**src/verilog/defs.sv**
```systemverilog
`default_nettype none

package defs;

    // datapath widths
    typedef logic [31:0] data_t;
    typedef logic [4:0]  reg_addr_t;
    typedef logic [6:0]  opcode_t;
    typedef logic [2:0]  funct3_t;

    // major opcodes of the supported subset
    localparam opcode_t OP_REG    = 7'b0110011;
    localparam opcode_t OP_IMM    = 7'b0010011;
    localparam opcode_t OP_LUI    = 7'b0110111;
    localparam opcode_t OP_LOAD   = 7'b0000011;
    localparam opcode_t OP_STORE  = 7'b0100011;
    localparam opcode_t OP_BRANCH = 7'b1100011;
    localparam opcode_t OP_JAL    = 7'b1101111;

    // addi x0, x0, 0
    localparam data_t NOP_INSTR = 32'h0000_0013;

    typedef logic [2:0] alu_op_t;
    localparam alu_op_t ALU_ADD    = 3'd0;
    localparam alu_op_t ALU_SUB    = 3'd1;
    localparam alu_op_t ALU_AND    = 3'd2;
    localparam alu_op_t ALU_OR     = 3'd3;
    localparam alu_op_t ALU_XOR    = 3'd4;
    localparam alu_op_t ALU_SLT    = 3'd5;
    localparam alu_op_t ALU_PASS_B = 3'd6;

    typedef logic src2_sel_t;
    localparam src2_sel_t SRC2_REG = 1'b0;
    localparam src2_sel_t SRC2_IMM = 1'b1;

    typedef logic [1:0] wb_sel_t;
    localparam wb_sel_t WB_ALU = 2'd0;
    localparam wb_sel_t WB_MEM = 2'd1;
    localparam wb_sel_t WB_PC4 = 2'd2;

    typedef logic [1:0] fwd_sel_t;
    localparam fwd_sel_t FWD_REG = 2'd0;
    localparam fwd_sel_t FWD_MEM = 2'd1;
    localparam fwd_sel_t FWD_WB  = 2'd2;

    typedef logic cmp_op_t;
    localparam cmp_op_t CMP_EQ = 1'b0;
    localparam cmp_op_t CMP_NE = 1'b1;

endpackage

`default_nettype wire

```
**src/verilog/reg_file.sv**
```systemverilog
`default_nettype none

module reg_file
    import defs::*;
(
    input  logic      clk,
    input  logic      arst_n_i,
    input  reg_addr_t rs1_i,
    input  reg_addr_t rs2_i,
    output data_t     rs1_data_o,
    output data_t     rs2_data_o,
    input  logic      we_i,
    input  reg_addr_t rd_i,
    input  data_t     rd_data_i
);

    data_t regs [32];

    always_ff @(posedge clk or negedge arst_n_i)
    begin
        if (!arst_n_i)
        begin
            for (int i = 0; i < 32; i++)
            begin
                regs[i] <= '0;
            end
        end
        else if (we_i && rd_i != '0)
        begin
            regs[rd_i] <= rd_data_i;
        end
    end

    // same-cycle write shows up on the read ports
    always_comb
    begin
        rs1_data_o = (we_i && rd_i == rs1_i) ? rd_data_i : regs[rs1_i];
        rs2_data_o = (we_i && rd_i == rs2_i) ? rd_data_i : regs[rs2_i];
        if (rs1_i == '0)
        begin
            rs1_data_o = '0;
        end
        if (rs2_i == '0)
        begin
            rs2_data_o = '0;
        end
    end

endmodule

`default_nettype wire
```
**config.mk**
```make
export PLATFORM = sky130hd
export DESIGN_NAME = reg_file
export DESIGN_NICKNAME = d
export VERILOG_FILES = /design/src/verilog/defs.sv /design/src/verilog/reg_file.sv
export SDC_FILE = /design/constraint.sdc
export NUM_CORES = 2
export LEC_CHECK = 0
export ABC_CLOCK_PERIOD_IN_PS = 9200
export BUFFER_PORTS_ARGS = -buffer_cell sky130_fd_sc_hd__buf_2
export CAP_MARGIN = 30
export CORE_MARGIN = 4
export CORE_UTILIZATION = 50
export DETAILED_ROUTE_END_ITERATION = 10
export HOLD_SLACK_MARGIN = 0.08
export PLACE_DENSITY = 0.62
export SLEW_MARGIN = 20
export SYNTH_ARGS = -nofsm -noshare
export SYNTH_HDL_FRONTEND = slang
export SYNTH_SLANG_ARGS = --single-unit
export TNS_END_PERCENT = 50
```
**constraint.sdc**
```tcl
create_clock -name clk -period 9.2 [get_ports clk]
set_clock_uncertainty 0.15 [all_clocks]
set_input_delay 1.84 -clock clk [delete_from_list [all_inputs] [get_ports clk]]
set_output_delay 1.84 -clock clk [all_outputs]
set_load 0.1 [all_outputs]
```
==> results.toml <==
[floorplanning]
fp-row-count = 121
initial_utilization_pct = 50.4
core-area_mm2 = 0.109
die_h_um = 339
ios = 114
die_area_mm2 = 0.115
die_w_um = 339

[final_layout]
largest_register_ffs = 1024
finalNetCount = 3700
fill_cells = 8656
drive_gt1_share_pct = 52.5
syn_to_final_growth_pct = 10.0
regMostFlops = "regs"
fin_cells = 5165
largestRegisters = "regs x1024"

[timing]
worstMarginPinSlew_ps = 1070
fin_tns_setup_ps = 0
fmax_ghz = 0.136
finalMaxSlewViolations = 0
setup_viol = 0
hold_viol = 0
period_needed_ps = 7350
slew_headroom_pct = 28.4
fin_crit_sh_pct = 79.9
rsz0062_at_grt = "false"
whs_ps = 249

[clock_tree]
post_cts_buffers = 0
cts-resized-gates = 0
clock-sinks = 1024
cts_inserted_buffers = 114
clk_pin_slew_ps = 60
cts_tree = "built"
clk_latency_ps = 710
cts_max_level = 3
ctsHoldBuffers = 0
clk_path_buf_depth = 3
root_buffer = "clkbuf_16"

[logic_synthesis]
synth_ff_type = "dfrtp_1"
ys_seq_elements = 1024
postSynthAreaPerCell_um2 = 14.7
synth_edf_count = 0
synth_nets = 3797
yosys_warnings = 0
netlist_instances = 3747
ys_seq_area_share_pct = 46.7
synth_cell_types = 49
syn_area_mm2 = 0.0549
async_flop_share_pct = 100

[routing]
viasPerCell = 7.13
ant_nets = 0
finalWirelength_um = 189000
vias = 36800
drc_errors = 0
wl_per_cell_um = 36.6
drt-initial-drc-count = 3756
first_pass_iters = 6

[grt]
grt_antenna_before_repair = 12
grt.total_usage_pct = 32.6
grt_first_pass_wirelength_um = 275000
grt_pass1_vias = 38500
grt_max_degree = 184
overflow = 0

[power]
switching_share_pct = 29.8
clock_power_share_pct = 33.6
pwr-share-seq_pct = 43.6
switchingPower_mw = 4.11
ir_drop_mv = 0.193
intPower_mw = 9.69
p_comb_share_pct = 22.8
pwr_density_cell_mw_per_mm2 = 228
fin_total_pwr_mw = 13.8
leakage_nw = 26.0

[critical_path]
cp.required_ps = 7210
crit_slowest_cell = "a221oi_1"
max_stage_delay_ps = 730
crit_fanout = 77
rrSetupSlack_ps = 8240
critical_path_class = "input pin to primary output"
crit_chain = "buf_8 > buf_12 > mux4_2 > a221oi_1 > a31oi_1 > buf_2"
crit_arrival_ps = 5360
crit_path_start_kind = "input pin"
cp-end-kind = "primary output"

[status]
status = "finished clean"

[placed_design]
globalplace.congestion = 0.855
hpwl_um = 109000
placed_cells_incl_taps = 4945
portBuffers = 113

[job]
max_cap_violations = 0

[hold_path]
hold_class = "flip-flop to flip-flop"
==> cells in the mapped netlist, types with 25 or more instances <==
master    count  share of area, %
clkbuf_1    248               1.7
o21ai_0      40              0.36
nor2_1      109              0.75
mux2_2     1065                22
dfrtp_1    1024                47
buf_1        61              0.42
buf_2        77              0.70
mux2i_1      91               1.7
a211oi_1     51              0.70
nand2_1      42              0.29
buf_4        25              0.34
o22ai_1      63              0.72
nor4_1       34              0.39
a22oi_1      53              0.72
a21oi_1      36              0.33
mux4_2      459                19
nor3_1       45              0.41
nor2b_1      54              0.62
==> routing by layer <==
layer  vias up  global-route usage, %  share of wire [%]
li1      14300                      -                  -
met1     20000                   44.0                 39
met2      2007                   50.6                 46
met3       520                   7.71                9.2
met4         4                   15.0                5.5
met5         -                      0              0.014
==> power by group through the flow <==
stage	clock network, mW	logic [mW]	registers [mW]
2_1_floorplan	0	2.47	5.82
3_3_place_gp	0	3.04	5.94
3_5_place_dp	0	3.13	6.05
4_1_cts	4.71	3.14	5.98
5_1_grt	4.88	3.33	6.10
6_report	4.64	3.15	6.01
==> through the flow <==
stage	instance area, um^2	setup slack [ps]	util, %
global route	60400	1650	55.4
CTS	60300	1940	55.3
floorplan	54900	1760	-
finish	60400	1850	55.4
global placement	56500	1920	51.8
detailed placement	56500	1940	51.8
==> final timing paths <==
path	cells past startpoint	startpoint	endpoint
worst max-delay path	6	rs1_i[0]	rs1_data_o[18]
worst min-delay path	0	regs[992]	regs[992]
worst max register to register	1	regs[757]	regs[757]
worst min register to register	0	regs[992]	regs[992]
max in group asynchronous	3	arst_n_i	regs[203]
min in group asynchronous	1	arst_n_i	regs[73]
==> logic make-up after synthesis <==
family | after synthesis | share of synthesized area, %
multiplexers | 1615 | 42.3
flip-flops | 1024 | 46.7
AO/OA/AOI/OAI | 335 | 4.30
AND/OR/NAND/NOR | 334 | 3.08
buffers and inverters | 429 | 3.48
XOR/XNOR | 10 | 0.159
==> cells in the final DEF, fill, tap and decap left out, drive strengths merged, types with 53 or more instances in the layout <==
cell    count
nor2      109
mux2i      91
dfrtp    1024
clkbuf    180
mux4      459
nor2b      54
buf       212
a22oi      53
o22ai      63
mux2     1065
==> worst max-delay path: cells and delay by family <==
family,cells,cell delay [ps]
buf+inv,3,1390
compound gates,2,1080
mux,1,630
==> cell type report <==
| cell class | count | area (um^2) | share of cell area [%] |
|---|---|---|---|
| antenna | 5 | 12.5 | 0.0207 |
| clock inverter | 32 | 334 | 0.553 |
| clock buffer | 180 | 3470 | 5.75 |
| tap | 1414 | 1770 | 2.93 |
| multi-input combinational | 2294 | 27600 | 45.6 |
| timing repair buffer | 212 | 1610 | 2.67 |
| sequential | 1024 | 25600 | 42.4 |
| inverter | 4 | 15.0 | 0.0248 |
(Power assumes the default switching activity.)
