==> config.mk <==
export PLATFORM = sky130hd
export DESIGN_NAME = hazard_unit
export DESIGN_NICKNAME = d
export VERILOG_FILES = /design/src/verilog/defs.sv /design/src/verilog/hazard_unit.sv
export SDC_FILE = /design/constraint.sdc
export NUM_CORES = 1
export LEC_CHECK = 0
export BUFFER_PORTS_ARGS = -buffer_cell sky130_fd_sc_hd__buf_2
export CAP_MARGIN = 5
export CORE_AREA = 8 8 45 47
export DETAILED_ROUTE_END_ITERATION = 8
export DIE_AREA = 0 0 53 55
export PLACE_DENSITY = 0.75
export SLEW_MARGIN = 20
export SYNTH_ARGS = -nofsm -noshare
export SYNTH_HDL_FRONTEND = slang
export SYNTH_SLANG_ARGS = --single-unit
==> constraint.sdc <==
create_clock -name vclk -period 2.7
set_clock_uncertainty 0.15 [all_clocks]
set_input_delay 0.81 -clock vclk [all_inputs]
set_output_delay 0.81 -clock vclk [all_outputs]
set_load 0.02 [all_outputs]
==> src/verilog/defs.sv <==
`default_nettype none

package defs;

    // datapath widths
    typedef logic [31:0] data_t;
    typedef logic [4:0]  reg_addr_t;
    typedef logic [6:0]  opcode_t;
    typedef logic [2:0]  funct3_t;

    // major opcodes of the supported subset
    localparam opcode_t OP_REG    = 7'b0110011;
    localparam opcode_t OP_IMM    = 7'b0010011;
    localparam opcode_t OP_LUI    = 7'b0110111;
    localparam opcode_t OP_LOAD   = 7'b0000011;
    localparam opcode_t OP_STORE  = 7'b0100011;
    localparam opcode_t OP_BRANCH = 7'b1100011;
    localparam opcode_t OP_JAL    = 7'b1101111;

    // addi x0, x0, 0
    localparam data_t NOP_INSTR = 32'h0000_0013;

    typedef logic [2:0] alu_op_t;
    localparam alu_op_t ALU_ADD    = 3'd0;
    localparam alu_op_t ALU_SUB    = 3'd1;
    localparam alu_op_t ALU_AND    = 3'd2;
    localparam alu_op_t ALU_OR     = 3'd3;
    localparam alu_op_t ALU_XOR    = 3'd4;
    localparam alu_op_t ALU_SLT    = 3'd5;
    localparam alu_op_t ALU_PASS_B = 3'd6;

    typedef logic src2_sel_t;
    localparam src2_sel_t SRC2_REG = 1'b0;
    localparam src2_sel_t SRC2_IMM = 1'b1;

    typedef logic [1:0] wb_sel_t;
    localparam wb_sel_t WB_ALU = 2'd0;
    localparam wb_sel_t WB_MEM = 2'd1;
    localparam wb_sel_t WB_PC4 = 2'd2;

    typedef logic [1:0] fwd_sel_t;
    localparam fwd_sel_t FWD_REG = 2'd0;
    localparam fwd_sel_t FWD_MEM = 2'd1;
    localparam fwd_sel_t FWD_WB  = 2'd2;

    typedef logic cmp_op_t;
    localparam cmp_op_t CMP_EQ = 1'b0;
    localparam cmp_op_t CMP_NE = 1'b1;

endpackage

`default_nettype wire

==> src/verilog/hazard_unit.sv <==
`default_nettype none

module hazard_unit
    import defs::*;
(
    input  reg_addr_t id_rs1_i,
    input  reg_addr_t id_rs2_i,
    input  reg_addr_t ex_rs1_i,
    input  reg_addr_t ex_rs2_i,
    input  reg_addr_t ex_rd_i,
    input  logic      ex_is_load_i,
    input  reg_addr_t mem_rd_i,
    input  logic      mem_we_i,
    input  reg_addr_t wb_rd_i,
    input  logic      wb_we_i,
    input  logic      redirect_i,
    output logic      stall_o,
    output logic      flush_if_id_o,
    output logic      flush_id_ex_o,
    output fwd_sel_t  fwd1_sel_o,
    output fwd_sel_t  fwd2_sel_o
);

    logic load_use;

    // MEM is the younger producer, so it wins
    function automatic fwd_sel_t fwd_select(reg_addr_t rs);
        if (rs == '0)
        begin
            return FWD_REG;
        end
        if (mem_we_i && mem_rd_i == rs)
        begin
            return FWD_MEM;
        end
        if (wb_we_i && wb_rd_i == rs)
        begin
            return FWD_WB;
        end
        return FWD_REG;
    endfunction

    always_comb
    begin
        fwd1_sel_o = fwd_select(ex_rs1_i);
        fwd2_sel_o = fwd_select(ex_rs2_i);
    end

    assign load_use = ex_is_load_i && ex_rd_i != '0 &&
                      (ex_rd_i == id_rs1_i || ex_rd_i == id_rs2_i);

    // redirect kills the stalled instruction anyway
    assign stall_o       = load_use && !redirect_i;
    assign flush_if_id_o = redirect_i;
    assign flush_id_ex_o = redirect_i || load_use;

endmodule

`default_nettype wire

==> results.py <==
metrics = {
    "synth": {
        "synth_cell_types": 15,
        "yosysSeqAreaShare": 0,
        "postSynthCellCount": 56,
        "synth_area_per_cell_um2": 7.463,
        "netlist_area_um2": 417.9,
        "syn_nets": 95,
        "yosysWarningCount": 0,
    },
    "route": {
        "drt-pass1-iter-count": 4,
        "topRoutingLayerUsed": "met3",
        "wl_met1_um": 677,
        "wl_um": 1835,
        "wl_per_cell_um": 14.68,
        "drc_errors": 0,
        "first_iter_violations": 7,
        "wl_met2_um": 1113,
        "vias": 589,
        "wl_met3_um": 44,
        "ant_nets": 0,
        "vias_per_cell": 4.712,
    },
    "worst_hold_path": {
        "hold_depth": 2,
        "hp-start": "redirect_i",
        "hold_path_class": "in2out",
        "hold_path_end": "flush_if_id_o",
    },
    "die": {
        "floorplan.initialDensity": 0.3020,
        "fp-row-count": 14,
        "die_w_um": 53,
        "core-area_um2": 1384,
        "num_io_pins": 46,
        "die-area_um2": 2915,
        "die_h_um": 55,
    },
    "final_layout": {
        "fin_area_um2": 872.1,
        "synthToLayoutAreaGrowth_pct": 108.7,
        "seq_cell_count": 0,
        "n_antenna_cell": 0,
        "layout.nets": 150,
        "clock_buffers": 0,
        "final_cell_mix": "30 x buf_2, 18 x xor2_1, 15 x buf_4",
        "drive_above_1_share": 0.5872,
        "final_cells": 125,
        "layout.area.seq_um2": 0,
        "layout_commonest_cell": "buf_2",
    },
    "place": {
        "place_area_um2": 733.2,
        "port_buffers": 46,
        "gp_congestion": 0.8108,
        "place_ws_ns": -0.1331,
        "dp.cells": 125,
        "detailed_place_hpwl_um": 1537,
    },
    "timing": {
        "drv_slew": 0,
        "finalSetupViolations": 6,
        "rsz0062_at_grt": "true",
        "max_freq_mhz": 356.0,
        "slew_headroom": 0.7998,
        "tightest_slew_ns": 0.2976,
        "fin_crit_ns": 2.809,
        "hold_ws_ns": 1.740,
        "hold_viol": 0,
        "fin_crit_sh": 1.040,
        "layout_setup_ws_ns": -0.1088,
    },
    "critical_path": {
        "worst_setup_path_end_kind": "output pin",
        "critPathMaxFanout": 2,
        "arrival_ns": 1.85,
        "critPathKind": "in2out",
        "critPathRequiredTime_ns": 1.74,
        "critPathLaunchType": "primary input",
    },
    "flow_run": {
        "max_cap_violations": 0,
    },
    "global_routing": {
        "grt_max_degree": 4,
        "grt_pass1_vias": 630,
        "antenna_found_initial": 0,
        "grt_first_pass_wirelength_um": 2753,
        "track_usage": 0.1188,
        "grt-ovfl-total": 0,
    },
    "power": {
        "p_per_area_nw_per_um2": 148.3,
        "peakVddDrop_mv": 0.06992,
        "leakage_nw": 0.4120,
    },
    "status": {
        "violations": "negative setup slack",
        "status": "complete, but fails checks",
    },
    "clock_tree": {
        "ctsHoldBuffers": 0,
        "post_cts_buffers": 0,
    },
}
kinds of logic (layout without fill, tap and decap cells):
| family | Yosys count | count (layout) | share of synthesized area |
|---|---|---|---|
| AOI/OAI and AO/OA | 3 | 3 | 0.05690 |
| xor gates and xnor gates | 30 | 30 | 0.6287 |
| buffers and inverters | 1 | 54 | 0.01797 |
| and+or+nand+nor | 22 | 22 | 0.2964 |
power by group:
group	internal [mW]	switching, mW
sequential	0	0
combinational	0.0719	0.0574
clock	0	0
routing by layer:
| metal | global-route usage | up-vias |
|---|---|---|
| li1 | - | 303 |
| met1 | 0.1342 | 277 |
| met2 | 0.2500 | 9 |
| met3 | 0.002674 | 0 |
| met4 | 0 | 0 |
| met5 | 0 | - |
how the worst max path moves through the flow:
stage | from | end | slack [ns] | cells after the start
after floorplan | ex_rd_i[3] | stall_o | 0.004 | 4
after global placement | ex_rs2_i[2] | fwd2_sel_o[1] | -0.09 | 6
after detailed placement | mem_rd_i[2] | fwd1_sel_o[1] | -0.13 | 6
after CTS | mem_rd_i[1] | fwd2_sel_o[1] | -0.1 | 6
after global routing | ex_rs2_i[4] | fwd2_sel_o[1] | -0.16 | 6
final | mem_rd_i[1] | fwd1_sel_o[1] | -0.11 | 6
synth_stat cells:
master	count	share of area
xor2_1	18	0.38
xnor2_1	12	0.25
nor2_1	6	0.054
nor3_1	3	0.036
nand2_1	2	0.018
nand3_1	2	0.024
nand4_1	2	0.030
nor4_1	2	0.030
nor4b_1	2	0.042
or4_1	2	0.036
a22oi_1	1	0.018
buf_4	1	0.018
o21ai_2	1	0.021
o21bai_1	1	0.018
or4_4	1	0.027
repair_timing:
item | in CTS | in global routing
pin swaps | 14 | 9
resized for setup | 24 | 9
setup endpoints to repair | 6 | 6
layout make-up:
| type | count | area [um^2] |
|---|---|---|
| fillers | 130 | 511.7 |
| multi-input cells | 55 | 480.5 |
| well taps | 16 | 20.02 |
| repair buffers | 54 | 371.6 |
worst max-delay path, stage by stage:
cell	delay [ns]
buf_8	0.10
xor2_1	0.15
nor4_1	0.33
nand3_1	0.15
nor4b_4	0.15
buf_4	0.15
through the flow:
step                      power, mW  TNS [ns]    util
final                        0.1293   -0.4659  0.6302
after global routing         0.1403   -0.7418  0.6302
after CTS                    0.1216   -0.4215  0.5967
after detailed placement     0.1094   -0.5727  0.5298
after global placement       0.1069   -0.4401  0.5298
after floorplan             0.04915         0       -
(Power assumes the default switching activity.)
