**src/verilog/defs.sv**
```systemverilog
`default_nettype none

package defs;

    // datapath widths
    typedef logic [31:0] data_t;
    typedef logic [4:0]  reg_addr_t;
    typedef logic [6:0]  opcode_t;
    typedef logic [2:0]  funct3_t;

    // major opcodes of the supported subset
    localparam opcode_t OP_REG    = 7'b0110011;
    localparam opcode_t OP_IMM    = 7'b0010011;
    localparam opcode_t OP_LUI    = 7'b0110111;
    localparam opcode_t OP_LOAD   = 7'b0000011;
    localparam opcode_t OP_STORE  = 7'b0100011;
    localparam opcode_t OP_BRANCH = 7'b1100011;
    localparam opcode_t OP_JAL    = 7'b1101111;

    // addi x0, x0, 0
    localparam data_t NOP_INSTR = 32'h0000_0013;

    typedef logic [2:0] alu_op_t;
    localparam alu_op_t ALU_ADD    = 3'd0;
    localparam alu_op_t ALU_SUB    = 3'd1;
    localparam alu_op_t ALU_AND    = 3'd2;
    localparam alu_op_t ALU_OR     = 3'd3;
    localparam alu_op_t ALU_XOR    = 3'd4;
    localparam alu_op_t ALU_SLT    = 3'd5;
    localparam alu_op_t ALU_PASS_B = 3'd6;

    typedef logic src2_sel_t;
    localparam src2_sel_t SRC2_REG = 1'b0;
    localparam src2_sel_t SRC2_IMM = 1'b1;

    typedef logic [1:0] wb_sel_t;
    localparam wb_sel_t WB_ALU = 2'd0;
    localparam wb_sel_t WB_MEM = 2'd1;
    localparam wb_sel_t WB_PC4 = 2'd2;

    typedef logic [1:0] fwd_sel_t;
    localparam fwd_sel_t FWD_REG = 2'd0;
    localparam fwd_sel_t FWD_MEM = 2'd1;
    localparam fwd_sel_t FWD_WB  = 2'd2;

    typedef logic cmp_op_t;
    localparam cmp_op_t CMP_EQ = 1'b0;
    localparam cmp_op_t CMP_NE = 1'b1;

endpackage

`default_nettype wire

```
**src/verilog/mem_wb_stage.sv**
```systemverilog
`default_nettype none

module mem_wb_stage
    import defs::*;
#(
    parameter int DMEM_WORDS = 64
) (
    input  logic      clk,
    input  logic      arst_n_i,
    input  data_t     mem_alu_i,
    input  data_t     mem_store_data_i,
    input  reg_addr_t mem_rd_i,
    input  logic      mem_reg_write_i,
    input  logic      mem_mem_write_i,
    input  wb_sel_t   mem_wb_sel_i,
    input  data_t     mem_pc4_i,
    output data_t     mem_fwd_o,
    output logic      wb_we_o,
    output reg_addr_t wb_rd_o,
    output data_t     wb_data_o,
    output logic      dmem_we_o,
    output data_t     dmem_addr_o,
    output data_t     dmem_wdata_o
);

    localparam int DAW = $clog2(DMEM_WORDS);

    data_t   dmem [DMEM_WORDS];
    data_t   result_q;
    data_t   load_q;
    wb_sel_t wb_sel_q;

    assign dmem_we_o    = mem_mem_write_i;
    assign dmem_addr_o  = {2'b00, mem_alu_i[31:2]};
    assign dmem_wdata_o = mem_store_data_i;

    // result a younger instruction can take from here
    assign mem_fwd_o = (mem_wb_sel_i == WB_PC4) ? mem_pc4_i : mem_alu_i;

    always_ff @(posedge clk or negedge arst_n_i)
    begin
        if (!arst_n_i)
        begin
            for (int i = 0; i < DMEM_WORDS; i++)
            begin
                dmem[i] <= '0;
            end
        end
        else if (dmem_we_o)
        begin
            dmem[dmem_addr_o[DAW-1:0]] <= mem_store_data_i;
        end
    end

    // MEM/WB register
    always_ff @(posedge clk or negedge arst_n_i)
    begin
        if (!arst_n_i)
        begin
            wb_we_o <= 1'b0;
        end
        else
        begin
            wb_we_o <= mem_reg_write_i;
        end
    end

    always_ff @(posedge clk)
    begin
        wb_rd_o  <= mem_rd_i;
        wb_sel_q <= mem_wb_sel_i;
        result_q <= mem_fwd_o;
        load_q   <= dmem[dmem_addr_o[DAW-1:0]];
    end

    assign wb_data_o = (wb_sel_q == WB_MEM) ? load_q : result_q;

    // address comes from the EX adder
    assert property (@(posedge clk) disable iff (!arst_n_i)
        dmem_we_o |-> dmem_addr_o < DMEM_WORDS);

endmodule

`default_nettype wire

```
**config.mk**
```make
export PLATFORM = sky130hd
export DESIGN_NAME = mem_wb_stage
export DESIGN_NICKNAME = d
export VERILOG_FILES = /design/src/verilog/defs.sv /design/src/verilog/mem_wb_stage.sv
export SDC_FILE = /design/constraint.sdc
export NUM_CORES = 2
export LEC_CHECK = 0
export BUFFER_PORTS_ARGS = -buffer_cell sky130_fd_sc_hd__buf_2
export CAP_MARGIN = 10
export CORE_ASPECT_RATIO = 2
export CORE_MARGIN = 2
export CORE_UTILIZATION = 30
export CTS_CLUSTER_DIAMETER = 60
export CTS_CLUSTER_SIZE = 25
export DETAILED_ROUTE_END_ITERATION = 8
export PLACE_DENSITY = 0.46
export SETUP_SLACK_MARGIN = 0.15
export SYNTH_ARGS = -nofsm -noshare
export SYNTH_HDL_FRONTEND = slang
export SYNTH_SLANG_ARGS = --single-unit
```
**constraint.sdc**
```tcl
create_clock -name clk -period 1.98 [get_ports clk]
set_clock_uncertainty 0.1 [all_clocks]
set_input_delay 0.099 -clock clk [delete_from_list [all_inputs] [get_ports clk]]
set_output_delay 0.099 -clock clk [all_outputs]
set_load 0.03 [all_outputs]
```
==> impl_metrics.py <==
metrics = {
    "sta": {
        "worst_pin_slew_ns": 0.8619,
        "period_share": 1.267,
        "min_period_ns": 2.509,
        "rsz0062_at_grt": "true",
        "setup_viol": 57,
        "slew_violations": 0,
        "setup_tns_ns": -18.11,
        "hold_viol": 0,
        "slew_headroom": 0.4254,
        "max_freq_ghz": 0.3986,
        "layout_setup_ws_ns": -0.5289,
    },
    "yosys": {
        "synthCells": 7073,
        "mappedNetlistArea_sq_um": 94580,
        "yosys.area.top_type": "dfrtp_1",
        "synth_area_leaders": "dfrtp_1 54%, mux2_2 25%, a221oi_1 3.7%",
        "synth-async-reset-ratio": 0.9665,
        "synth_seq_cells": 2120,
        "synth.distinct_cells": 57,
        "ys_seq_area_frac": 0.5571,
        "ys_warn_count": 0,
        "syn_avg_cell_area_sq_um": 13.37,
        "synth_edf_count": 0,
        "netlist.area_leader.share": 0.5421,
        "ys_dominant_reg_cell": "dfrtp_1",
    },
    "die": {
        "die-area_sq_um": 320100,
        "die_x_um": 401.0,
        "die_height_um": 798.1,
        "start_util": 0.3014,
        "ios": 242,
        "core_area_sq_um": 313900,
        "rows": 291,
    },
    "grt": {
        "antenna_found_initial": 6,
        "grt_pass1_wl_mm": 560.3,
        "grtUsageTotal": 0.2462,
        "grt_start_max_net_pins": 128,
        "met2_usage": 0.4498,
        "grtUsageMet3": 0.02633,
        "top_usage_layer": "met2",
        "grt_pass1_vias": 69778,
        "grt.overflow.total": 0,
        "use_met1": 0.2669,
    },
    "layout": {
        "final_common_cell": "mux2_2",
        "final_util": 0.3691,
        "drive_above_1_share": 0.4806,
        "layout_common_cells": "2,050 x mux2_2, 2,048 x dfrtp_1, 563 x buf_4, 355 x a221oi_1, 343 x a22oi_1",
        "fin_nets": 7759,
        "multi_input_area_sq_um": 39610,
        "fillCellCount": 30112,
        "synthToLayoutAreaGrowth_pct": 22.49,
        "ff_latch_area_sq_um": 52700,
    },
    "critical_path": {
        "worst-endpoint-required_ns": 1.78,
        "worstSetupEndpointType": "output port",
        "worstSetupStartpointType": "register",
        "arrival_ns": 2.31,
        "crit_type": "register to output port",
        "critPathMaxFanout": 8,
    },
    "route": {
        "routed_via_density": 5.601,
        "drt-total-wl_mm": 401.6,
        "post_drt_wl_per_cell_um": 33.88,
        "drt_first_pass_iters": 7,
        "drtAntennaViolNets": 0,
        "num_vias": 66401,
        "drtIter0Drc": 4522,
        "drc": 0,
    },
    "power_and_ir_drop": {
        "p_comb_frac": 0.156,
        "power_switching_share": 0.2857,
        "power.density_nw_per_um2": 865.9,
        "p_sw_mw": 28.66,
        "ir_drop_mv": 0.7097,
        "seqPwrFrac": 0.519,
        "p_leak_nw": 52.44,
        "clkPwrFrac": 0.325,
        "p_int_mw": 71.66,
    },
    "placement": {
        "dpl.hpwl_mm": 278.7,
        "numPortBuffers": 239,
        "place_congestion": 0.8844,
    },
    "clock_tree": {
        "cts-root-buf": "clkbuf_16",
        "clkTransAtPathRegs_ns": 0.10,
        "htreeDepth": 4,
        "cts_buffer_depth": 4,
        "cts_inserted_buffers": 138,
        "clock_latency_ns": 0.89,
        "clock_sinks": 2120,
        "cts_tree": "done",
    },
    "outcome": {
        "violations": "setup timing",
        "outcome": "complete, but fails checks",
    },
    "min_path": {
        "hold_path_class": "input pin to register",
    },
    "flow_run": {
        "max-cap-violations": 0,
    },
}
-- routing by layer --
| layer | share of wire | vias up |
|---|---|---|
| met5 | 0.000065 | - |
| met4 | 0.081 | 4 |
| met3 | 0.037 | 869 |
| met2 | 0.52 | 2021 |
| met1 | 0.36 | 36063 |
| li1 | - | 27444 |
-- cells in the mapped netlist (all sizes together) (2+ instances only) --
cell type and count:
a311oi 5, o32ai 2, mux2 2145, nand4 11, nor3 27, dfxtp 71
mux2i 117, and2 2, nor2 220, o211ai 14, o221ai 23, and3b 2
nand2 82, a221oi 401, nand3b 2, a211oi 23, nand3 25, a222oi 7
and3 10, a22o 34, a31oi 2, o2111ai 10, nor4 11, a21oi 208
inv 3, a22oi 377, nor3b 3, nor2b 7, or3b 2, o22ai 104
o32a 8, buf 460, o31a 2, o2111a 8, o21ai 146, a221o 7
and4 10, or3 18, clkbuf 379, dfrtp 2049, mux4 29
-- cells by family after synthesis --
kind of cell	count (synthesis)	synth area share
other cells	1	0.00003965
buf+inv	842	0.04092
compound gates	1384	0.1063
flops	2120	0.5571
simple gates	435	0.02089
mux	2291	0.2747
-- per-stage QoR --
| stage | hold slack [ns] | instance area [sq um] | setup slack (ns) | total power [mW] | instances |
|---|---|---|---|---|---|
| floorplan | -0.2966 | 94610 | 0.1115 | 60.74 | 7074 |
| global placement | -0.1106 | 108200 | -1.127 | 67.20 | 11454 |
| detailed placement | -0.1045 | 108200 | -1.067 | 67.83 | 11454 |
| CTS | 0.0002474 | 115400 | -0.5962 | 101.2 | 11843 |
| global route | 0.04141 | 115800 | -0.5822 | 104.5 | 11852 |
| finish | 0.05748 | 115900 | -0.5289 | 100.3 | 11856 |
-- sequential cells by signal, summed over array words and instances (netlist names) --
signal	flops
load_q	32
wb_sel_q	2
result_q	32
dmem	2048
wb_we_o	1
wb_rd_o	5
-- final cells by class --
type / count / area share
Antenna cell: 5 / 0.0001080
Clock buffer: 168 / 0.03202
Clock inverter: 69 / 0.008294
Inverter: 3 / 0.0001620
Multi-Input combinational cell: 4112 / 0.3419
Sequential cell: 2120 / 0.4548
Tap cell: 4102 / 0.04430
Timing Repair Buffer: 1277 / 0.1184
-- power groups by stage --
stage                     logic (mW)  clock network [mW]  registers [mW]
after global routing            16.7                35.1            52.7
after CTS                       15.6                33.6            52.0
after detailed placement        15.0                   0            52.8
final                           15.6                32.6            52.0
after global placement          14.6                   0            52.6
after floorplan                 9.06                   0            51.7
-- final timing paths --
check / start / end / depth (start not counted) / slack [ns]
setup / recovery: wb_sel_q[0] / wb_data_o[14] / 5 / -0.53
hold / removal: mem_alu_i[3] / load_q[7] / 7 / 0.06
setup reg to reg: dmem[1642] / load_q[10] / 6 / 0.05
hold reg to reg: dmem[1] / dmem[1] / 1 / 0.39
max in group asynchronous: arst_n_i / dmem[866] / 6 / 0.40
min in group asynchronous: arst_n_i / dmem[251] / 4 / 0.31
-- critical path: stages, from the launching register on --
cell and delay, ns:
dfxtp_1 0.32, nor2b_4 0.17, buf_6 0.12, buf_16 0.15
mux2_4 0.35, buf_6 0.14
-- timing repair --
| item | 4_1_cts | 5_1_grt |
|---|---|---|
| hold buffers | 147 | 2 |
| setup endpoints to repair | 63 | 97 |
| resized for setup | 234 | 103 |
| pin swaps | 33 | 40 |
| endpoints found under the hold margin | 4021 | 3 |
| setup buffers | 3 | 8 |
| cloned | 2 | 0 |
Power figures use the tool's default switching activity.
