===== src/verilog/defs.sv =====
`default_nettype none

package defs;

    // datapath widths
    typedef logic [31:0] data_t;
    typedef logic [4:0]  reg_addr_t;
    typedef logic [6:0]  opcode_t;
    typedef logic [2:0]  funct3_t;

    // major opcodes of the supported subset
    localparam opcode_t OP_REG    = 7'b0110011;
    localparam opcode_t OP_IMM    = 7'b0010011;
    localparam opcode_t OP_LUI    = 7'b0110111;
    localparam opcode_t OP_LOAD   = 7'b0000011;
    localparam opcode_t OP_STORE  = 7'b0100011;
    localparam opcode_t OP_BRANCH = 7'b1100011;
    localparam opcode_t OP_JAL    = 7'b1101111;

    // addi x0, x0, 0
    localparam data_t NOP_INSTR = 32'h0000_0013;

    typedef logic [2:0] alu_op_t;
    localparam alu_op_t ALU_ADD    = 3'd0;
    localparam alu_op_t ALU_SUB    = 3'd1;
    localparam alu_op_t ALU_AND    = 3'd2;
    localparam alu_op_t ALU_OR     = 3'd3;
    localparam alu_op_t ALU_XOR    = 3'd4;
    localparam alu_op_t ALU_SLT    = 3'd5;
    localparam alu_op_t ALU_PASS_B = 3'd6;

    typedef logic src2_sel_t;
    localparam src2_sel_t SRC2_REG = 1'b0;
    localparam src2_sel_t SRC2_IMM = 1'b1;

    typedef logic [1:0] wb_sel_t;
    localparam wb_sel_t WB_ALU = 2'd0;
    localparam wb_sel_t WB_MEM = 2'd1;
    localparam wb_sel_t WB_PC4 = 2'd2;

    typedef logic [1:0] fwd_sel_t;
    localparam fwd_sel_t FWD_REG = 2'd0;
    localparam fwd_sel_t FWD_MEM = 2'd1;
    localparam fwd_sel_t FWD_WB  = 2'd2;

    typedef logic cmp_op_t;
    localparam cmp_op_t CMP_EQ = 1'b0;
    localparam cmp_op_t CMP_NE = 1'b1;

endpackage

`default_nettype wire


===== src/verilog/decode_ctrl.sv =====
`default_nettype none

module decode_ctrl
    import defs::*;
(
    input  logic      clk,
    input  logic      arst_n_i,
    input  logic      flush_i,
    input  data_t     instr_i,
    input  data_t     pc_i,
    output reg_addr_t rs1_o,
    output reg_addr_t rs2_o,
    input  data_t     rs1_data_i,
    input  data_t     rs2_data_i,
    output data_t     ex_pc_o,
    output data_t     ex_rs1_data_o,
    output data_t     ex_rs2_data_o,
    output data_t     ex_imm_o,
    output reg_addr_t ex_rs1_o,
    output reg_addr_t ex_rs2_o,
    output reg_addr_t ex_rd_o,
    output alu_op_t   ex_alu_op_o,
    output src2_sel_t ex_src2_sel_o,
    output cmp_op_t   ex_cmp_op_o,
    output logic      ex_branch_o,
    output logic      ex_jump_o,
    output logic      ex_mem_write_o,
    output logic      ex_reg_write_o,
    output wb_sel_t   ex_wb_sel_o
);

    opcode_t   opcode;
    funct3_t   funct3;
    reg_addr_t rd;
    data_t     imm_i;
    data_t     imm_s;
    data_t     imm_b;
    data_t     imm_u;
    data_t     imm_j;

    data_t     imm;
    alu_op_t   alu_op;
    src2_sel_t src2_sel;
    cmp_op_t   cmp_op;
    logic      branch;
    logic      jump;
    logic      mem_write;
    logic      reg_write;
    wb_sel_t   wb_sel;

    assign opcode = instr_i[6:0];
    assign rd     = instr_i[11:7];
    assign funct3 = instr_i[14:12];
    assign rs1_o  = instr_i[19:15];
    assign rs2_o  = instr_i[24:20];

    // immediates per format
    assign imm_i = {{20{instr_i[31]}}, instr_i[31:20]};
    assign imm_s = {{20{instr_i[31]}}, instr_i[31:25], instr_i[11:7]};
    assign imm_b = {{19{instr_i[31]}}, instr_i[31], instr_i[7], instr_i[30:25],
                    instr_i[11:8], 1'b0};
    assign imm_u = {instr_i[31:12], 12'b0};
    assign imm_j = {{11{instr_i[31]}}, instr_i[31], instr_i[19:12], instr_i[20],
                    instr_i[30:21], 1'b0};

    always_comb
    begin
        imm       = imm_i;
        alu_op    = ALU_ADD;
        src2_sel  = SRC2_REG;
        cmp_op    = CMP_EQ;
        branch    = 1'b0;
        jump      = 1'b0;
        mem_write = 1'b0;
        reg_write = 1'b0;
        wb_sel    = WB_ALU;
        case (opcode)
            OP_REG:
            begin
                reg_write = 1'b1;
                case (funct3)
                    3'b000:  alu_op = instr_i[30] ? ALU_SUB : ALU_ADD;
                    3'b010:  alu_op = ALU_SLT;
                    3'b100:  alu_op = ALU_XOR;
                    3'b110:  alu_op = ALU_OR;
                    3'b111:  alu_op = ALU_AND;
                    default: reg_write = 1'b0;
                endcase
            end
            OP_IMM:
            begin
                // only addi, the rest of the group is a nop
                src2_sel  = SRC2_IMM;
                reg_write = (funct3 == 3'b000);
            end
            OP_LUI:
            begin
                imm       = imm_u;
                alu_op    = ALU_PASS_B;
                src2_sel  = SRC2_IMM;
                reg_write = 1'b1;
            end
            OP_LOAD:
            begin
                src2_sel  = SRC2_IMM;
                wb_sel    = WB_MEM;
                reg_write = (funct3 == 3'b010);
            end
            OP_STORE:
            begin
                imm       = imm_s;
                src2_sel  = SRC2_IMM;
                mem_write = (funct3 == 3'b010);
            end
            OP_BRANCH:
            begin
                // beq and bne only
                imm    = imm_b;
                branch = (funct3[2:1] == 2'b00);
                cmp_op = funct3[0] ? CMP_NE : CMP_EQ;
            end
            OP_JAL:
            begin
                imm       = imm_j;
                jump      = 1'b1;
                reg_write = 1'b1;
                wb_sel    = WB_PC4;
            end
            default: ;
        endcase
    end

    // ID/EX control, cleared on flush
    always_ff @(posedge clk or negedge arst_n_i)
    begin
        if (!arst_n_i)
        begin
            ex_branch_o    <= 1'b0;
            ex_jump_o      <= 1'b0;
            ex_mem_write_o <= 1'b0;
            ex_reg_write_o <= 1'b0;
        end
        else if (flush_i)
        begin
            ex_branch_o    <= 1'b0;
            ex_jump_o      <= 1'b0;
            ex_mem_write_o <= 1'b0;
            ex_reg_write_o <= 1'b0;
        end
        else
        begin
            ex_branch_o    <= branch;
            ex_jump_o      <= jump;
            ex_mem_write_o <= mem_write;
            // writes to x0 are dropped here
            ex_reg_write_o <= reg_write && (rd != '0);
        end
    end

    // ID/EX data
    always_ff @(posedge clk)
    begin
        ex_pc_o       <= pc_i;
        ex_rs1_data_o <= rs1_data_i;
        ex_rs2_data_o <= rs2_data_i;
        ex_imm_o      <= imm;
        ex_rs1_o      <= rs1_o;
        ex_rs2_o      <= rs2_o;
        ex_rd_o       <= rd;
        ex_alu_op_o   <= alu_op;
        ex_src2_sel_o <= src2_sel;
        ex_cmp_op_o   <= cmp_op;
        ex_wb_sel_o   <= wb_sel;
    end

endmodule

`default_nettype wire


===== config.mk =====
export PLATFORM = sky130hd
export DESIGN_NAME = decode_ctrl
export DESIGN_NICKNAME = d
export VERILOG_FILES = /design/src/verilog/defs.sv /design/src/verilog/decode_ctrl.sv
export SDC_FILE = /design/constraint.sdc
export NUM_CORES = 1
export LEC_CHECK = 0
export ABC_AREA = 1
export ABC_CLOCK_PERIOD_IN_PS = 800
export BUFFER_PORTS_ARGS = -buffer_cell sky130_fd_sc_hd__buf_4
export CORE_ASPECT_RATIO = 0.8
export CORE_MARGIN = 10
export CORE_UTILIZATION = 36
export DETAILED_ROUTE_END_ITERATION = 6
export PLACE_DENSITY = 0.71
export RECOVER_POWER = 25
export SLEW_MARGIN = 10
export SYNTH_ARGS = -nofsm -noshare
export SYNTH_HDL_FRONTEND = slang
export SYNTH_SLANG_ARGS = --single-unit
export TNS_END_PERCENT = 20

===== constraint.sdc =====
create_clock -name clk -period 0.8 [get_ports clk]
set_clock_uncertainty 0.15 [all_clocks]
set_input_delay 0 -clock clk [delete_from_list [all_inputs] [get_ports clk]]
set_output_delay 0 -clock clk [all_outputs]
set_load 0.005 [all_outputs]

==> flow_summary.yaml, run 1 <==
critical_path:
  cp_data_arrival_time_ns: 0.92
  crit_slowest_cell: "sky130_fd_sc_hd__dfxtp_2"
  critPathMaxFanout: 1
  end_kind: "output port"
  bufs_and_invs_on_worst_path: 1
  worst_path_dominant_cell_family: "flip-flops"
  path_cells: "buf_6"
  cpPeakStageDelay_ns: 0.37
  critPathLaunchType: "flop"
  cp_data_required_time_ns: 0.65
  setup.worst_path.class: "flop to output port"
place:
  postPlaceCellArea_mm2: 0.00655
  globalplace.congestion: 0.934
  post-dp-hpwl_um: 13300
  count_of_input_and_output_buffers: 294
timing:
  final-hold-violation-count: 39
  rsz_0062_raised_after_global_routing: "true"
  transition_at_the_pin_with_the_smallest_max_transition_slack_ns: 0.285
  fin_worst_hold_slack_ns: -0.368
  period_needed_ns: 1.07
  max_slew_margin_pct: 80.8
  timing.final.crit_share_pct: 133
  final_critical_path_setup_slack_ns: -0.266
  max_freq_mhz: 938
  setup_viol_count_final: 164
  report.final.slew_viol_count: 0
drt:
  initial_drt_pass_iterations: 4
  drt-total-wl_um: 23600
  wl_per_cell_um: 24.8
  remaining_drc_errors: 0
  drt_first_iter_violations: 339
  detail_route.vias_per_cell: 4.58
  detail-route-antenna-nets: 0
  routed-via-count: 4359
finish:
  final_nets: 923
  layout.cell_area.non_filler_mm2: 0.00912
  syn2layout_area_growth_pct: 126
  drive_gt1_share_pct: 60.6
  final_core_density_pct: 83.7
grt:
  grt_remaining_overflow: 0
  first_pass_grt_wire_length_um: 31000
  global_route.usage.met3_pct: 10.3
  gr-max-usage-layer: "met2"
  via_count_of_the_first_global_routing_pass: 4643
  largest_net_degree_at_the_start_of_global_routing: 17
  grt_use_met1_pct: 26.5
  grt_util_all_layers_pct: 26.2
  antenna_found_initial: 2
  global_route.usage.met2_pct: 48.5
floorplanning:
  initial_core_util_pct: 37.0
  floorplan.core_area_mm2: 0.0109
  dieWidth_um: 138
  die_height_um: 115
  boundaryPins: 295
  die_outline_area_mm2: 0.0158
  site_rows: 34
logic_synthesis:
  synth.yosys.warnings: 0
  netlist.top_cell.by_area: "sky130_fd_sc_hd__dfxtp_1"
  mappedNetlistArea_mm2: 0.00403
  synth_edf_count: 0
  synth_most_common_cell: "sky130_fd_sc_hd__dfxtp_1"
  number_of_nets_in_the_synthesized_netlist: 472
  postSynth.topFlopCell: "sky130_fd_sc_hd__dfxtp_1"
  netlist-cell-type-count: 25
  yosys_register_bits: 154
  yosys-top-cells-area: "sky130_fd_sc_hd__dfxtp_1 (75%), sky130_fd_sc_hd__nand2_1 (5.1%), sky130_fd_sc_hd__nor2_1 (3.4%)"
  synth.avg_cell_area_um2: 11.8
  syn-instance-count: 341
  synth_top_area_share_pct: 74.6
  ys_seq_area_share_pct: 77.0
  postSynth.asyncResetShare_pct: 2.60
  synth_common_cells: "sky130_fd_sc_hd__dfxtp_1 (150), sky130_fd_sc_hd__nand2_1 (55), sky130_fd_sc_hd__nor2_1 (36)"
clock_network:
  clock_tree_from_tritoncts: "built"
  ctsLongestPathBuffers: 2
  cts.sink_count: 154
  clkTransAtPathRegs_ns: 0.08
  cts-root-buf: "sky130_fd_sc_hd__clkbuf_16"
  ctsHtreeMaxLevel: 4
  cts_made_buffers: 17
power_and_ir_drop:
  max-vdd-ir-drop_v: 0.00141
  cellPowerDensity_mw_per_mm2: 2150
  total_leakage_power_nw: 4.43
run:
  max_cap_viol_count: 0
hold_path:
  min_path_type: "primary input to flop"
run_status:
  outcome: "finished, violations left"
  violations: "negative hold slack, negative setup slack"
kinds of logic after synthesis:
| logic type | Yosys count | synth area share (%) |
|---|---|---|
| compound gates | 11 | 1.62 |
| buf+inv | 39 | 5.13 |
| flops | 154 | 77.0 |
| simple gates | 137 | 16.2 |
stage by stage:
| step | total power, mW | setup slack, ns | cells | TNS [ns] |
|---|---|---|---|---|
| floorplan | 8.64 | -0.185 | 341 | -5.26 |
| global placement | 9.98 | -0.353 | 787 | -12.18 |
| detailed placement | 10.0 | -0.436 | 787 | -14.31 |
| CTS | 19.2 | -0.275 | 943 | -35.47 |
| global route | 20.2 | -0.309 | 951 | -37.30 |
| finish | 19.6 | -0.266 | 952 | -32.55 |
where the power goes:
part	switching, mW	internal, mW
Clock	3.65	5.06
Combinational	0.914	1.61
Sequential	0.242	8.14
state kept, by name (all words and copies together), names as in the netlist, 2 cells and up:
signal and cells:
ex_rs1_data_o 32, ex_wb_sel_o 2, ex_rs1_o 5, ex_alu_op_o 3, ex_rs2_o 5, ex_pc_o 32, ex_rs2_data_o 32, ex_rd_o 5
ex_imm_o 32
metal layers:
layer / part of all wire [%] / vias to the layer above
li1: - / 1982
met1: 35 / 2103
met2: 54 / 235
met3: 7.7 / 39
met4: 3.1 / 0
met5: 0 / -
layout by cell type (no fill, tap or decap), drive strengths merged:
master,synthesis,layout
buf,17,294
dfxtp,150,150
dlygate4sd3,0,114
nand2,61,61
clkbuf,0,50
nor2,40,40
inv,22,29
nand3,26,26
o21ai,8,8
clkdlybuf4s25,0,6
nand4,6,6
dfrtp,4,4
diode,0,3
bufinv,0,3
dlymetal6s4s,0,3
nor3,3,3
clkinvlp,0,2
clkinv,0,2
a21boi,1,1
a21oi,1,1
a31o,1,1
nor4,1,1
cell type report:
cell class,instances,area [µm²]
Timing Repair Buffer,449,4150
Sequential cell,154,3240
Fill cell,557,1770
Multi-Input combinational cell,148,803
Clock buffer,18,429
Clock inverter,14,201
Tap cell,144,180
Inverter,22,109
Antenna cell,3,7.51
final timing paths:
check / cells past startpoint / start / slack [ns] / endpoint
max: 1 / ex_pc_o[0]$_DFF_P_ / -0.27 / ex_pc_o[0]
min in group asynchronous: 3 / arst_n_i / 0.34 / ex_reg_write_o$_DFF_PN0_
max in group asynchronous: 3 / arst_n_i / 0.06 / ex_mem_write_o$_DFF_PN0_
min: 2 / instr_i[14] / -0.37 / ex_mem_write_o$_DFF_PN0_
timing repair:
action | 4_1_cts | 5_1_grt
setup buffers | 0 | 2
endpoints found under the hold margin | 157 | 39
hold buffers | 124 | 7
pin swaps | 0 | 10
resized for setup | 153 | 112
endpoints found under the setup margin | 154 | 186
Note: power is estimated with default switching activity, not from simulation.
==> run 2, diff against run 1 <==
- RECOVER_POWER: 25 -> 50
==> run 2 against run 1 <==
Cell count increased by 0.11%. Worst setup slack got worse by 0.00092 ns. Die area unchanged. Maximum frequency about the same. Sequential cell count stayed put. Sequential power about the same. Worst hold slack better by 0.0011 ns. The run still ends with negative hold slack, negative setup slack left. Count of clock-buffer cells in the layout unchanged. Largest power group unchanged. Sequential share of layout area barely moved. Power about the same. Non-clock buffer count is the same.
==> flow_summary.yaml, run 2 (synthesis gave the netlist of run 1 again) <==
run_status:
  outcome: "finished, violations left"
  violations: "negative hold slack, negative setup slack"
clock_network:
  cts.sink_count: 154
  cts_made_buffers: 17
  cts-root-buf: "sky130_fd_sc_hd__clkbuf_16"
  ctsLongestPathBuffers: 2
  clkTransAtPathRegs_ns: 0.08
  clock_tree_from_tritoncts: "built"
  ctsHtreeMaxLevel: 4
finish:
  fillerInstances: 556
  final_nets: 923
  commonest_non_fill_non_tap_cell_in_the_layout: "sky130_fd_sc_hd__buf_4"
  layout.cells.most_common_list: "sky130_fd_sc_hd__buf_4 (128), sky130_fd_sc_hd__buf_6 (127), sky130_fd_sc_hd__dlygate4sd3_1 (114)"
  syn2layout_area_growth_pct: 126
  drive_gt1_share_pct: 60.6
timing:
  max_slew_margin_pct: 80.8
  period_needed_ns: 1.07
  transition_at_the_pin_with_the_smallest_max_transition_slack_ns: 0.285
  rsz_0062_raised_after_global_routing: "true"
  fin_worst_hold_slack_ns: -0.367
  report.final.slew_viol_count: 0
  final_critical_path_setup_slack_ns: -0.267
  setup_viol_count_final: 164
  final-hold-violation-count: 39
  timing.final.crit_share_pct: 133
  max_freq_mhz: 937
  setup-tns-final_ns: -32.53
grt:
  largest_net_degree_at_the_start_of_global_routing: 17
  via_count_of_the_first_global_routing_pass: 4643
  grt_util_all_layers_pct: 26.2
  first_pass_grt_wire_length_um: 31000
  grt_remaining_overflow: 0
  antenna_found_initial: 2
critical_path:
  crit_slowest_cell: "sky130_fd_sc_hd__dfxtp_2"
  cpPeakStageDelay_ns: 0.37
  number_of_gates_on_the_worst_path_with_buffers_counted: 1
  worst_path_dominant_cell_family: "flip-flops"
  end_kind: "output port"
  critPathMaxFanout: 1
  critical_path.endpoint: "ex_pc_o[0]"
  timing.critical_path.from: "ex_pc_o[0]$_DFF_P_"
  bufs_and_invs_on_worst_path: 1
  cp_data_arrival_time_ns: 0.92
  setup.worst_path.class: "flop to output port"
  path_cells: "buf_6"
  critPathLaunchType: "flop"
  cp_data_required_time_ns: 0.65
floorplanning:
  initial_core_util_pct: 37.0
  floorplan.core_area_mm2: 0.0109
  die_height_um: 115
  boundaryPins: 295
  site_rows: 34
  dieWidth_um: 138
  die_outline_area_mm2: 0.0158
drt:
  detail_route.vias_per_cell: 4.61
  initial_drt_pass_iterations: 5
  drt-total-wl_um: 23600
  detail-route-antenna-nets: 0
  remaining_drc_errors: 0
  drt_first_iter_violations: 376
  wl_per_cell_um: 24.8
  routed-via-count: 4392
run:
  max_cap_viol_count: 0
power_and_ir_drop:
  cellPowerDensity_mw_per_mm2: 2150
  max-vdd-ir-drop_v: 0.00141
  total_leakage_power_nw: 4.42
place:
  post-dp-hpwl_um: 13300
  dp_slack_ns: -0.436
  globalplace.congestion: 0.934
  count_of_input_and_output_buffers: 294
hold_path:
  min_path_type: "primary input to flop"
-- run 2: layout make-up --
class | count | area, µm² | area share (%)
Timing Repair Buffer | 449 | 4150 | 45.4
Sequential cell | 154 | 3240 | 35.6
Multi-Input combinational cell | 148 | 803 | 8.81
Clock buffer | 18 | 429 | 4.71
Clock inverter | 14 | 201 | 2.21
Tap cell | 144 | 180 | 1.98
Inverter | 22 | 109 | 1.19
Antenna cell | 4 | 10.0 | 0.110
-- run 2: what timing repair did --
| item | in CTS | in global routing |
|---|---|---|
| pin swaps | 0 | 10 |
| endpoints found under the hold margin | 157 | 39 |
| gates cloned | 0 | 0 |
| hold buffers | 124 | 7 |
| endpoints found under the setup margin | 154 | 186 |
| resized for setup | 153 | 112 |
| setup buffers | 0 | 2 |
-- run 2: power by group --
part           switching [mW]  internal, mW  total [mW]
logic                   0.914          1.60        2.52
registers               0.242          8.14        8.38
clock network            3.66          5.06        8.73
total                    4.82          14.8        19.6
-- run 2: layer usage --
| layer | GRT usage [%] | routed length (µm) | vias up |
|---|---|---|---|
| li1 | - | - | 1982 |
| met1 | 26.5 | 8200 | 2119 |
| met2 | 48.5 | 12800 | 252 |
| met3 | 10.3 | 1890 | 39 |
| met4 | 8.84 | 720 | 0 |
| met5 | 0 | 0 | - |
-- run 2: how the worst min path moves through the flow --
stage	end	cells after the start	startpoint	slack, ns
6_report	ex_mem_write_o$_DFF_PN0_	2	instr_i[14]	-0.37
5_1_grt	ex_mem_write_o$_DFF_PN0_	2	instr_i[14]	-0.37
3_3_place_gp	ex_branch_o$_DFF_PN0_	1	arst_n_i	-0.35
2_1_floorplan	ex_branch_o$_DFF_PN0_	0	arst_n_i	-0.45
3_5_place_dp	ex_branch_o$_DFF_PN0_	1	arst_n_i	-0.35
4_1_cts	ex_mem_write_o$_DFF_PN0_	2	instr_i[14]	-0.38
-- run 2: stage by stage --
step                power [mW]  util [%]  instance area (µm²)  cells
global placement          9.98      60.1                 6550    787
detailed placement        10.0      60.1                 6550    787
global route              20.2      83.7                 9120    951
finish                    19.6      83.8                 9120    953
CTS                       19.2      81.2                 8840    943
floorplan                 8.64         -                 4080    341
==> run 3, diff against run 2 <==
- CORE_UTILIZATION: 36 -> 25
- PLACE_DENSITY: 0.71 -> 0.52
==> run 3 against run 2 <==
The run still ends with negative hold slack, negative setup slack left. Routed wire length fell by 16%. Sequential cell count did not move. Combinational power fell by 5%. Power fell by 4.9%. Critical path depth did not move. Worst setup slack improved by 0.0078 ns. Largest cell class unchanged. Highest routed layer unchanged.
==> flow_summary.yaml, run 3 (synthesis gave the netlist of run 1 again) <==
drt:
  wl_per_cell_um: 19.4
  routed.top_layer: "met4"
  detailroute.wirelength.met3_um: 1620
  drt-total-wl_um: 19800
  drt_first_iter_violations: 139
  detail_route.vias_per_cell: 3.97
  m1_wire_length_um: 7250
  initial_drt_pass_iterations: 6
  wl_met2_um: 10600
  routed-via-count: 4064
  remaining_drc_errors: 0
  detail-route-antenna-nets: 0
timing:
  transition_at_the_pin_with_the_smallest_max_transition_slack_ns: 0.428
  rsz_0062_raised_after_global_routing: "true"
  final_critical_path_setup_slack_ns: -0.260
  fin_worst_hold_slack_ns: -0.355
  period_needed_ns: 1.06
  max_freq_mhz: 944
  report.final.slew_viol_count: 0
  setup_viol_count_final: 183
  final-hold-violation-count: 43
  max_slew_margin_pct: 71.4
  timing.final.crit_share_pct: 132
finish:
  layout.cells.most_common_list: "sky130_fd_sc_hd__buf_4 (138), sky130_fd_sc_hd__buf_6 (123), sky130_fd_sc_hd__dlygate4sd3_1 (116)"
  fillerInstances: 1251
  final_nets: 926
  commonest_non_fill_non_tap_cell_in_the_layout: "sky130_fd_sc_hd__buf_4"
  syn2layout_area_growth_pct: 127
  drive_gt1_share_pct: 60.3
  finish.cell_count_without_fillers: 1024
clock_network:
  cts_made_buffers: 17
  ctsLongestPathBuffers: 2
  post-cts-setup-buffers: 0
  clkTransAtPathRegs_ns: 0.06
  ctsHtreeMaxLevel: 4
  cts-root-buf: "sky130_fd_sc_hd__clkbuf_16"
  cts.sink_count: 154
  clock_tree_from_tritoncts: "built"
grt:
  largest_net_degree_at_the_start_of_global_routing: 17
  grt_util_all_layers_pct: 17.5
  via_count_of_the_first_global_routing_pass: 4574
  grt_remaining_overflow: 0
  antenna_found_initial: 2
  first_pass_grt_wire_length_um: 28400
floorplanning:
  initial_core_util_pct: 25.5
  boundaryPins: 295
  floorplan.core_area_mm2: 0.0158
  dieWidth_um: 162
  site_rows: 41
  die_outline_area_mm2: 0.0216
  die_height_um: 134
critical_path:
  end_kind: "output port"
  cp_data_required_time_ns: 0.65
  worst_path_dominant_cell_family: "flip-flops"
  critPathLaunchType: "flop"
  critPathMaxFanout: 1
  path_cells: "buf_6"
  cp_data_arrival_time_ns: 0.91
  setup.worst_path.class: "flop to output port"
  bufs_and_invs_on_worst_path: 1
  cpPeakStageDelay_ns: 0.38
  crit_slowest_cell: "sky130_fd_sc_hd__dfrtp_1"
run:
  max_cap_viol_count: 0
place:
  numPlacedInstances: 862
  dp_slack_ns: -0.442
  count_of_input_and_output_buffers: 294
  post-dp-hpwl_um: 13800
  globalplace.congestion: 0.825
power_and_ir_drop:
  max-vdd-ir-drop_v: 0.00139
  total_leakage_power_nw: 4.40
  report.power.total_mw: 18.7
  cellPowerDensity_mw_per_mm2: 2040
run_status:
  violations: "negative hold slack, negative setup slack"
  outcome: "finished, violations left"
hold_path:
  min-delay-start: "instr_i[14]"
  min_to: "ex_mem_write_o$_DFF_PN0_"
  holdPathStages: 2
  min_path_type: "primary input to flop"
-- run 3: metal layers --
metal	up-vias	GRT usage, %
met5	-	0
met4	0	5.10
met2	186	32.6
li1	1973	-
met3	18	7.30
met1	1887	17.2
-- run 3: final cells by class --
cell class / instances / area, µm² / share of cell area (%)
Antenna cell: 2 / 5.00 / 0.0548
Sequential cell: 154 / 3240 / 35.4
Clock buffer: 17 / 425 / 4.66
Timing Repair Buffer: 452 / 4170 / 45.6
Clock inverter: 14 / 151 / 1.66
Multi-Input combinational cell: 148 / 772 / 8.45
Inverter: 22 / 106 / 1.16
Tap cell: 215 / 269 / 2.94
-- run 3: repair_timing --
action / 4_1_cts / 5_1_grt
endpoints found under the setup margin: 154 / 188
hold endpoints to repair: 158 / 46
hold buffers: 125 / 9
gates resized for setup: 145 / 108
pin swaps: 0 / 6
-- run 3: metrics by stage --
stage | TNS [ns] | instance area (µm²) | util (%)
after global routing | -41.56 | 9140 | 57.8
after CTS | -36.64 | 8890 | 56.3
final | -33.83 | 9140 | 57.8
after global placement | -12.63 | 6670 | 42.2
after floorplan | -5.26 | 4080 | -
after detailed placement | -14.14 | 6670 | 42.2
-- run 3: how the worst max path moves through the flow --
stage	endpoint	depth (start not counted)	from	slack, ns
finish	ex_mem_write_o	1	ex_mem_write_o$_DFF_PN0_	-0.26
detailed placement	ex_imm_o[21]$_DFF_P_	9	instr_i[2]	-0.44
global placement	ex_mem_write_o$_DFF_PN0_	6	instr_i[2]	-0.38
floorplan	ex_imm_o[26]$_DFF_P_	8	instr_i[2]	-0.19
global route	ex_mem_write_o	1	ex_mem_write_o$_DFF_PN0_	-0.30
CTS	ex_branch_o	1	ex_branch_o$_DFF_PN0_	-0.29
-- run 3: power by group --
| group | switching, mW | total (mW) | internal (mW) | leakage, nW |
|---|---|---|---|---|
| clock network | 3.52 | 7.92 | 4.40 | 0.279 |
| logic | 0.805 | 2.40 | 1.60 | 2.80 |
| registers | 0.195 | 8.33 | 8.13 | 1.32 |
